`src/spi_slave_pkg.sv`:
```
//~~~~~~~~~~~~~~~~~~~~~~~~~~~~~~~~~~~~~~~~
// spi slave shared definitions
// word, pin, apb and status types plus
// the driver states and register map
//~~~~~~~~~~~~~~~~~~~~~~~~~~~~~~~~~~~~~~~~
`default_nettype none

package spi_slave_pkg;

	// data word width, fixed
	localparam int WORD_BITS = 8;
	// bit counter must hold WORD_BITS itself
	localparam int BIT_CNT_W = $clog2(WORD_BITS + 1);

	typedef logic [WORD_BITS-1:0] spi_word_t;
	typedef logic [BIT_CNT_W-1:0] bit_cnt_t;
	// fifo occupancy, wide enough for depths up to 15
	typedef logic [3:0] fifo_cnt_t;

	// raw pins from the master
	typedef struct packed {
		logic ss;
		logic sclk;
		logic mosi;
	} spi_pins_t;

	// pins after the synchronizer, with sclk edge pulses
	typedef struct packed {
		logic ss;
		logic sclk;
		logic mosi;
		logic sclk_rise;
		logic sclk_fall;
	} spi_sync_t;

	typedef struct packed {
		logic psel;
		logic penable;
		logic pwrite;
		logic [3:0] paddr;
		spi_word_t pwdata;
	} apb_req_t;

	typedef struct packed {
		spi_word_t prdata;
		logic pready;
		logic pslverr;
	} apb_rsp_t;

	typedef struct packed {
		fifo_cnt_t count;
		logic empty;
		logic full;
	} fifo_status_t;

	// STATUS register layout, busy in bit 0
	typedef struct packed {
		fifo_cnt_t rx_count;
		logic rx_empty;
		logic tx_pending;
		logic overflow;
		logic busy;
	} status_reg_t;

	typedef enum logic [2:0] {
		st_reset,
		st_idle,
		st_miso_ready,
		st_comm_start,
		st_wait_mosi,
		st_wait_miso
	} drv_state_t;

	// apb register map
	typedef enum logic [3:0] {
		addr_status = 4'h0,
		addr_rxdata = 4'h4,
		addr_txdata = 4'h8
	} reg_addr_t;

endpackage

`default_nettype wire
```
`src/spi_slave_top.sv`:
```
//~~~~~~~~~~~~~~~~~~~~~~~~~~~~~~~~~~~~~~~~
// spi slave with apb front end
// synchronizer, driver, rx fifo and
// register block
//~~~~~~~~~~~~~~~~~~~~~~~~~~~~~~~~~~~~~~~~
`timescale 1ns/1ps
`default_nettype none

module spi_slave_top import spi_slave_pkg::*; #(
	parameter bit ss_active_low = 1'b1,
	parameter bit lsb_first = 1'b0,
	parameter int fifo_depth = 8
) (
	input wire logic sys_clk,
	input wire logic rst,
	input spi_pins_t pins,
	output logic miso,
	input apb_req_t apb_req,
	output apb_rsp_t apb_rsp
);

	spi_sync_t sync;
	logic miso_ready;
	logic miso_start;
	logic rx_valid;
	logic busy;
	logic pop;
	spi_word_t rx_word;
	spi_word_t tx_word;
	spi_word_t rd_word;
	fifo_status_t fifo_status;

	spi_line_sync i_sync (
		.sys_clk(sys_clk),
		.rst(rst),
		.pins(pins),
		.sync(sync)
	);

	spi_slave_driver #(
		.ss_active_low(ss_active_low),
		.lsb_first(lsb_first)
	) i_driver (
		.sys_clk(sys_clk),
		.rst(rst),
		.sync(sync),
		.miso_start(miso_start),
		.tx_word(tx_word),
		.miso_ready(miso_ready),
		.rx_valid(rx_valid),
		.rx_word(rx_word),
		.busy(busy),
		.miso(miso)
	);

	// no back-pressure, a full fifo drops the word
	spi_rx_fifo #(
		.fifo_depth(fifo_depth)
	) i_fifo (
		.sys_clk(sys_clk),
		.rst(rst),
		.push(rx_valid),
		.wr_word(rx_word),
		.pop(pop),
		.rd_word(rd_word),
		.status(fifo_status)
	);

	spi_apb_regs i_regs (
		.sys_clk(sys_clk),
		.rst(rst),
		.req(apb_req),
		.rsp(apb_rsp),
		.rx_valid(rx_valid),
		.fifo(fifo_status),
		.rd_word(rd_word),
		.pop(pop),
		.miso_ready(miso_ready),
		.busy(busy),
		.miso_start(miso_start),
		.tx_word(tx_word)
	);

endmodule

`default_nettype wire

```
`src/spi_apb_regs.sv`:
```
//~~~~~~~~~~~~~~~~~~~~~~~~~~~~~~~~~~~~~~~~
// apb register block
// status, rx data pop and tx word
// staging, with sticky overflow
//~~~~~~~~~~~~~~~~~~~~~~~~~~~~~~~~~~~~~~~~
`timescale 1ns/1ps
`default_nettype none

module spi_apb_regs import spi_slave_pkg::*; (
	input wire logic sys_clk,
	input wire logic rst,
	input apb_req_t req,
	output apb_rsp_t rsp,
	input wire logic rx_valid,
	input fifo_status_t fifo,
	input spi_word_t rd_word,
	output logic pop,
	input wire logic miso_ready,
	input wire logic busy,
	output logic miso_start,
	output spi_word_t tx_word
);

	reg_addr_t addr;
	logic access;
	logic mapped;
	logic tx_pending;
	logic overflow;
	status_reg_t status;
	spi_word_t rdata;

	// access phase, pready is always high so one cycle only
	assign access = req.psel & req.penable;
	assign addr = reg_addr_t'(req.paddr);

	assign status.rx_count = fifo.count;
	assign status.rx_empty = fifo.empty;
	assign status.tx_pending = tx_pending;
	assign status.overflow = overflow;
	assign status.busy = busy;

	// address decode and read mux
	always_comb begin
		mapped = 1'b1;
		rdata = '0;
		case (addr)
			addr_status: rdata = status;
			addr_rxdata: rdata = rd_word;
			addr_txdata: rdata = tx_word;
			default: mapped = 1'b0;
		endcase
	end

	assign rsp.prdata = rdata;
	assign rsp.pready = 1'b1;
	assign rsp.pslverr = access & ~mapped;

	// head word leaves the fifo at the end of the read
	assign pop = access && !req.pwrite && addr == addr_rxdata;

	// hand off whenever the driver is waiting and a word is staged
	assign miso_start = miso_ready & tx_pending;

	// tx word, payload only
	always_ff @(posedge sys_clk) begin
		if (access && req.pwrite && addr == addr_txdata) begin
			tx_word <= req.pwdata;
		end
	end

	always_ff @(posedge sys_clk) begin
		if (rst) begin
			tx_pending <= 1'b0;
			overflow <= 1'b0;
		end else begin
			// new write beats a hand-off in the same cycle
			if (access && req.pwrite && addr == addr_txdata) begin
				tx_pending <= 1'b1;
			end else if (miso_start) begin
				tx_pending <= 1'b0;
			end
			// word lost to a full fifo, set has priority over clear
			if (rx_valid && fifo.full) begin
				overflow <= 1'b1;
			end else if (access && req.pwrite && addr == addr_status && req.pwdata[0]) begin
				overflow <= 1'b0;
			end
		end
	end

endmodule

`default_nettype wire

```
`src/spi_rx_fifo.sv`:
```
//~~~~~~~~~~~~~~~~~~~~~~~~~~~~~~~~~~~~~~~~
// receive fifo
// circular buffer of spi words with
// count, empty and full status
//~~~~~~~~~~~~~~~~~~~~~~~~~~~~~~~~~~~~~~~~
`timescale 1ns/1ps
`default_nettype none

module spi_rx_fifo import spi_slave_pkg::*; #(
	parameter int fifo_depth = 8
) (
	input wire logic sys_clk,
	input wire logic rst,
	input wire logic push,
	input spi_word_t wr_word,
	input wire logic pop,
	output spi_word_t rd_word,
	output fifo_status_t status
);

	localparam int PTR_W = (fifo_depth > 1) ? $clog2(fifo_depth) : 1;

	spi_word_t mem [fifo_depth];
	logic [PTR_W-1:0] wr_ptr;
	logic [PTR_W-1:0] rd_ptr;
	fifo_cnt_t cnt;
	logic do_push;
	logic do_pop;

	// wrap at depth, which need not be a power of two
	function automatic logic [PTR_W-1:0] next_ptr(input logic [PTR_W-1:0] ptr);
		return (ptr == PTR_W'(fifo_depth - 1)) ? '0 : ptr + 1'b1;
	endfunction

	assign status.count = cnt;
	assign status.empty = (cnt == '0);
	assign status.full = (cnt == fifo_cnt_t'(fifo_depth));

	// full push dropped, empty pop ignored
	assign do_push = push && !status.full;
	assign do_pop = pop && !status.empty;

	// head word, zero when nothing stored
	assign rd_word = status.empty ? '0 : mem[rd_ptr];

	always_ff @(posedge sys_clk) begin
		if (do_push) begin
			mem[wr_ptr] <= wr_word;
		end
	end

	always_ff @(posedge sys_clk) begin
		if (rst) begin
			wr_ptr <= '0;
			rd_ptr <= '0;
			cnt <= '0;
		end else begin
			if (do_push) begin
				wr_ptr <= next_ptr(wr_ptr);
			end
			if (do_pop) begin
				rd_ptr <= next_ptr(rd_ptr);
			end
			// simultaneous push and pop keeps the count
			if (do_push && !do_pop) begin
				cnt <= cnt + 1'b1;
			end else if (do_pop && !do_push) begin
				cnt <= cnt - 1'b1;
			end
		end
	end

endmodule

`default_nettype wire

```
`src/spi_slave_driver.sv`:
```
//~~~~~~~~~~~~~~~~~~~~~~~~~~~~~~~~~~~~~~~~
// spi mode 0 slave driver
// transaction fsm with mosi sampling on
// sclk rise and miso shifting on fall
//~~~~~~~~~~~~~~~~~~~~~~~~~~~~~~~~~~~~~~~~
`timescale 1ns/1ps
`default_nettype none

module spi_slave_driver import spi_slave_pkg::*; #(
	parameter bit ss_active_low = 1'b1,
	parameter bit lsb_first = 1'b0
) (
	input wire logic sys_clk,
	input wire logic rst,
	input spi_sync_t sync,
	input wire logic miso_start,
	input spi_word_t tx_word,
	output logic miso_ready,
	output logic rx_valid,
	output spi_word_t rx_word,
	output logic busy,
	output logic miso
);

	drv_state_t state;
	spi_word_t rx_sr;
	spi_word_t tx_sr;
	bit_cnt_t rx_cnt;
	bit_cnt_t tx_cnt;
	logic ss_act;
	logic rx_armed;
	logic tx_armed;

	// ss polarity folded here, rest of the logic sees active high
	assign ss_act = ss_active_low ? ~sync.ss : sync.ss;
	assign busy = ss_act;

	// sample window covers the gap before the first rise too
	assign rx_armed = ss_act && (state == st_miso_ready || state == st_comm_start ||
		state == st_wait_mosi);
	assign tx_armed = ss_act && (state == st_wait_mosi || state == st_wait_miso);

	// rx_sr stays put until the next rise, well after rx_valid
	assign rx_word = rx_sr;
	assign miso = lsb_first ? tx_sr[0] : tx_sr[WORD_BITS-1];

	// mosi shift register, payload only
	always_ff @(posedge sys_clk) begin
		if (rx_armed && sync.sclk_rise) begin
			if (lsb_first) begin
				rx_sr <= {sync.mosi, rx_sr[WORD_BITS-1:1]};
			end else begin
				rx_sr <= {rx_sr[WORD_BITS-2:0], sync.mosi};
			end
		end
	end

	always_ff @(posedge sys_clk) begin
		if (rst) begin
			state <= st_reset;
			miso_ready <= 1'b0;
			rx_valid <= 1'b0;
			rx_cnt <= '0;
			tx_cnt <= '0;
			tx_sr <= '0;
		end else begin
			rx_valid <= 1'b0;
			if (rx_armed && sync.sclk_rise) begin
				rx_cnt <= rx_cnt + 1'b1;
			end
			// zeros shift in behind, so an unloaded word sends zeros
			if (tx_armed && sync.sclk_fall) begin
				tx_cnt <= tx_cnt + 1'b1;
				if (lsb_first) begin
					tx_sr <= {1'b0, tx_sr[WORD_BITS-1:1]};
				end else begin
					tx_sr <= {tx_sr[WORD_BITS-2:0], 1'b0};
				end
			end
			unique case (state)
				st_reset: begin
					miso_ready <= 1'b0;
					rx_cnt <= '0;
					tx_cnt <= '0;
					tx_sr <= '0;
					state <= st_idle;
				end
				// wait for select
				st_idle: begin
					if (ss_act) begin
						miso_ready <= 1'b1;
						state <= st_miso_ready;
					end
				end
				st_miso_ready: begin
					if (!ss_act) begin
						miso_ready <= 1'b0;
						state <= st_reset;
					end else if (sync.sclk_rise) begin
						// first bit already sampled, too late to load
						miso_ready <= 1'b0;
						state <= st_wait_mosi;
					end else if (miso_start) begin
						miso_ready <= 1'b0;
						tx_sr <= tx_word;
						state <= st_comm_start;
					end
				end
				// word loaded, first bit now on miso
				st_comm_start: begin
					state <= ss_act ? st_wait_mosi : st_reset;
				end
				st_wait_mosi: begin
					if (!ss_act) begin
						state <= st_reset;
					end else if (rx_cnt == bit_cnt_t'(WORD_BITS)) begin
						rx_valid <= 1'b1;
						state <= st_wait_miso;
					end
				end
				// last fall ends the word
				st_wait_miso: begin
					if (!ss_act) begin
						state <= st_reset;
					end else if (tx_cnt == bit_cnt_t'(WORD_BITS) && !sync.sclk) begin
						rx_cnt <= '0;
						tx_cnt <= '0;
						miso_ready <= 1'b1;
						state <= st_miso_ready;
					end
				end
				default: begin
					miso_ready <= 1'b0;
					state <= st_reset;
				end
			endcase
		end
	end

endmodule

`default_nettype wire

```
`src/spi_line_sync.sv`:
```
//~~~~~~~~~~~~~~~~~~~~~~~~~~~~~~~~~~~~~~~~
// spi pin synchronizer
// brings ss, sclk, mosi into sys_clk
// and forms sclk rise and fall pulses
//~~~~~~~~~~~~~~~~~~~~~~~~~~~~~~~~~~~~~~~~
`timescale 1ns/1ps
`default_nettype none

module spi_line_sync import spi_slave_pkg::*; (
	input wire logic sys_clk,
	input wire logic rst,
	input spi_pins_t pins,
	output spi_sync_t sync
);

	// two stages for ss and mosi
	logic [1:0] ss_q;
	logic [1:0] mosi_q;
	// sclk gets a third stage for edge detect
	logic [2:0] sclk_q;

	always_ff @(posedge sys_clk) begin
		ss_q <= {ss_q[0], pins.ss};
		mosi_q <= {mosi_q[0], pins.mosi};
	end

	// history held low in reset, no false edge afterwards
	always_ff @(posedge sys_clk) begin
		if (rst) begin
			sclk_q <= '0;
		end else begin
			sclk_q <= {sclk_q[1:0], pins.sclk};
		end
	end

	assign sync.ss = ss_q[1];
	assign sync.mosi = mosi_q[1];
	assign sync.sclk = sclk_q[1];
	// one cycle pulses, compare stage 2 against stage 3
	assign sync.sclk_rise = sclk_q[1] & ~sclk_q[2];
	assign sync.sclk_fall = ~sclk_q[1] & sclk_q[2];

endmodule

`default_nettype wire

```
`config.mk`:
```
export PLATFORM = sky130hd
export DESIGN_NAME = spi_slave_top
export DESIGN_NICKNAME = d
export VERILOG_FILES = /design/src/spi_slave_pkg.sv /design/src/spi_slave_top.sv /design/src/spi_apb_regs.sv /design/src/spi_rx_fifo.sv /design/src/spi_slave_driver.sv /design/src/spi_line_sync.sv
export SDC_FILE = /design/constraint.sdc
export NUM_CORES = 1
export LEC_CHECK = 0
export BUFFER_PORTS_ARGS = -buffer_cell sky130_fd_sc_hd__buf_2
export CORE_MARGIN = 5
export CORE_UTILIZATION = 54
export DETAILED_ROUTE_END_ITERATION = 8
export GPL_TIMING_DRIVEN = 1
export HOLD_SLACK_MARGIN = 0.03
export PLACE_DENSITY = 0.74
export SKIP_LAST_GASP = 1
export SLEW_MARGIN = 10
export SYNTH_ARGS = -nofsm -noshare
export SYNTH_HDL_FRONTEND = slang
export SYNTH_HIERARCHICAL = 1
export SYNTH_SLANG_ARGS = --single-unit
```
`constraint.sdc`:
```
create_clock -name sys_clk -period 2.85 [get_ports sys_clk]
set_clock_uncertainty 0.15 [all_clocks]
set_input_delay 0.4275 -clock sys_clk [delete_from_list [all_inputs] [get_ports sys_clk]]
set_output_delay 0.4275 -clock sys_clk [all_outputs]
set_load 0.02 [all_outputs]
```
==> run_results.csv <==
group,metric,value,unit
global_routing,grt_max_degree,26,
placed_design,placedCellCount,552,
yosys,synth-compound-area-share,0.0659,
route,wl,10.7,mm
cts,clock-sinks,123,
yosys,avgSynthCellArea,13.6,µm²
route,via_per_inst,5.52,
die,die_area,11900,µm²
global_routing,grt_use_met1,0.220,
cells_and_area,fin_nets,484,
timing,tightest_slew,0.629,ns
global_routing,top_usage_layer,"met2",
setup_path,path_max_fanout,8,
global_routing,overflow,0,
setup_path,cpLargestDelayFamily,"multiplexers",
die,fp.dieH,109,µm
setup_path,worstPathRequired,2.27,ns
yosys,synth-seq-cells,123,
yosys,synth_edf_count,80,
setup_path,critical_path.max_stage_delay,0.55,ns
setup_path,slowest_stage,"mux4_2",
placed_design,gp_congestion,0.755,
yosys,post_synth_num_cell_types,57,
global_routing,grt_pass1_vias,3395,
run,maxCapViolations,0,
route,post-route-drc-count,0,
global_routing,grt_antenna_before_repair,0,
setup_path,start_kind,"register",
setup_path,arrival,2.42,ns
cells_and_area,layout-drive-gt1-share,0.265,
cts,ctsHtreeMaxLevel,4,
die,pin_count,31,
power_and_ir_drop,p_per_area,630,nW/µm²
yosys,yosysSeqAreaShare,0.613,
power_and_ir_drop,ir_drop,0.000596,V
timing,holdWs,0.113,ns
yosys,yosys.area_share.simple,0.121,
cells_and_area,instances_no_fill,598,
setup_path,endpoint_kind,"output port",
yosys,yosys-top-cells-area,"edfxtp_1 45%, dfxtp_1 16%, mux4_2 6.8%",
global_routing,gr-usage-all-layers,0.193,
power_and_ir_drop,p_int,3140,µW
worst_hold_path,hold_class,"in -> reg",
die,fp.dieW,109,µm
route,via_count,3303,
die,initial_core_util,0.549,
setup_path,worstSetupPathType,"reg -> out",
cts,cts_max_path_buffers,2,
yosys,synth_area,5320,µm²
yosys,synth_xor_area_frac,0.0132,
yosys,synth_nets,422,
yosys,synth.top_cells.by_count,"80 x edfxtp_1, 43 x dfxtp_1, 38 x nor2_1",
yosys,synth_top_area_cell,"edfxtp_1",
timing,maxSlewViolCount,0,
cts,cts_tree,"built",
cts,clock_latency,0.51,ns
global_routing,grt_pass1_wl,16.9,mm
setup_path,crit_path_cell_trace,"buf_12, mux4_2, mux2i_4, nor2_2, mux2i_1, or2_0, a21oi_1, buf_4",
yosys,synth_most_common_cell,"edfxtp_1",
cts,root_buffer,"clkbuf_8",
yosys,synth_flop_cell,"edfxtp_1",
setup_path,critPathBufInv,2,
status,status,"complete, but fails checks",
power_and_ir_drop,combPwrFrac,0.036,
die,coreArea,9680,µm²
yosys,async_flop_share,0,
power_and_ir_drop,p_switching,913,µW
power_and_ir_drop,leakage,0.00229,µW
yosys,ys_warn_count,6,
timing,finalCriticalPeriod,3.00,ns
cts,clkTransAtPathRegs,0.06,ns
route,drt_first_iter_violations,139,
global_routing,met3_usage,0.0568,
timing,setup_violations,7,
cells_and_area,area_growth,20.9,%
die,num_rows,36,
yosys,synth_top_area_share,0.452,
status,violations,"setup timing",
timing,slew_headroom,0.581,
cts,cts_buffers,17,
route,wl_per_cell,17.9,µm
yosys,synth_top_family_by_area,"simple AND/OR/NAND/NOR gates",
cells_and_area,antenna_cells,0,
timing,post-route-period-util,1.05,
route,drtPass1Iterations,4,
power_and_ir_drop,switching_share,0.225,
timing,rsz0062_at_grt,"yes",
route,ant_nets,0,
yosys,synth.area.mux_share,0.121,
placed_design,post-place-ws,0.0356,ns
placed_design,io_buffer_count,29,
yosys,syn_inst,390,
global_routing,use_met2,0.346,
placed_design,hpwl,6.79,mm
timing,setup_slack,-0.147,ns
timing,fmax,334,MHz
yosys,synth_fa_ha_area_frac,0.0296,
timing,hold_viol_final,0,
power_and_ir_drop,clkPwrFrac,0.492,
power_and_ir_drop,pwr-share-seq,0.472,
timing,setup_tns,-0.709,ns
stage by stage:
step                total power (µW)  instance area (µm²)   util
floorplan                       2050                 5320      -
CTS                             4080                 6390  0.660
finish                          4060                 6430  0.664
global route                    4190                 6430  0.664
global placement                2080                 5670  0.585
detailed placement              2090                 5670  0.585
layout by cell type (no fill, tap or decap), drive strengths merged, types with 2 or more instances in the layout:
cell,synthesis,final
inv,11,17
a21oi,22,22
and3,2,2
nand2b,4,4
and4bb,3,3
xor2,5,5
dlygate4sd3,0,11
nor3,8,8
nand3,2,2
a31oi,2,2
nor4,2,2
o21ai,5,5
nor2b,10,10
mux2i,27,27
clkinv,0,4
or3b,5,5
and2,2,2
mux4,16,16
nor4bb,2,2
nor2,38,38
clkinvlp,0,2
edfxtp,80,80
xnor2,3,3
nor3b,2,2
buf,19,55
ha,11,11
dfxtp,43,43
clkbuf,4,19
or3,3,3
nand2,21,21
a2bb2oi,8,8
o211ai,3,3
a211oi,2,2
or2,8,8
per-layer routing:
layer  wire length [µm]  up-vias
li1                   -     1575
met1               4410     1632
met2               5660       80
met3                460       16
met4                157        0
met5                  0        -
flip-flops by register name, summed over array words and instances, names as in the netlist, named ones only:
signal,count
i_sync/sclk_q,3
i_driver/rx_cnt,4
i_regs/tx_pending,1
i_fifo/wr_ptr,3
i_driver/rx_valid,1
i_driver/state,3
i_fifo/rd_ptr,3
i_driver/tx_sr,8
i_regs/overflow,1
i_fifo/cnt,4
i_driver/rx_word,8
i_sync/mosi_q,2
i_fifo/mem,64
i_driver/tx_cnt,4
i_sync/ss_q,2
i_regs/tx_word,8
i_driver/miso_ready,1
final cells by class:
| type | instances | area [µm²] |
|---|---|---|
| flip-flops and latches | 123 | 3270 |
| multi-input cells | 233 | 1900 |
| fillers | 666 | 3250 |
| inverters | 11 | 41.3 |
| repair buffers | 66 | 498 |
| clock inverters | 13 | 135 |
| clock buffers | 19 | 422 |
| well taps | 133 | 166 |
power by group through the flow:
stage               Clock [µW]  Sequential (µW)  Combinational [µW]
detailed placement           0             1950                 131
CTS                       2020             1920                 145
floorplan                    0             1940                 114
finish                    1990             1920                 146
global route              2120             1920                 159
global placement             0             1950                 129
tightest hold or removal path, cell delays in order:
cell and delay, ns:
buf_2 0.13, a32oi_1 0.10, nor2_1 0.07
final timing paths:
kind | start | endpoint | slack [ns] | depth (start not counted)
max | register | apb_rsp[8] | -0.15 | 8
min | apb_req[12] | i_regs/tx_pending | 0.11 | 3
max reg2reg | i_fifo/cnt[1] | i_fifo/cnt[3] | 0.18 | 11
min reg2reg | i_sync/mosi_q[0] | i_sync/mosi_q[1] | 0.18 | 0
kinds of logic after synthesis:
logic type / Yosys count
AOI/OAI and AO/OA: 52
and+or+nand+nor: 116
muxes: 44
xor gates and xnor gates: 8
adders and majority gates: 12
buffers and inverters: 34
other: 1
DFF: 123
what timing repair did:
item	4_1_cts	5_1_grt
buffers inserted	1	1
hold buffers	11	0
pin swaps	2	6
setup endpoints to repair	8	9
gates cloned	1	0
gates resized for setup	10	10
hold endpoints to repair	11	0
(Power assumes the default switching activity.)
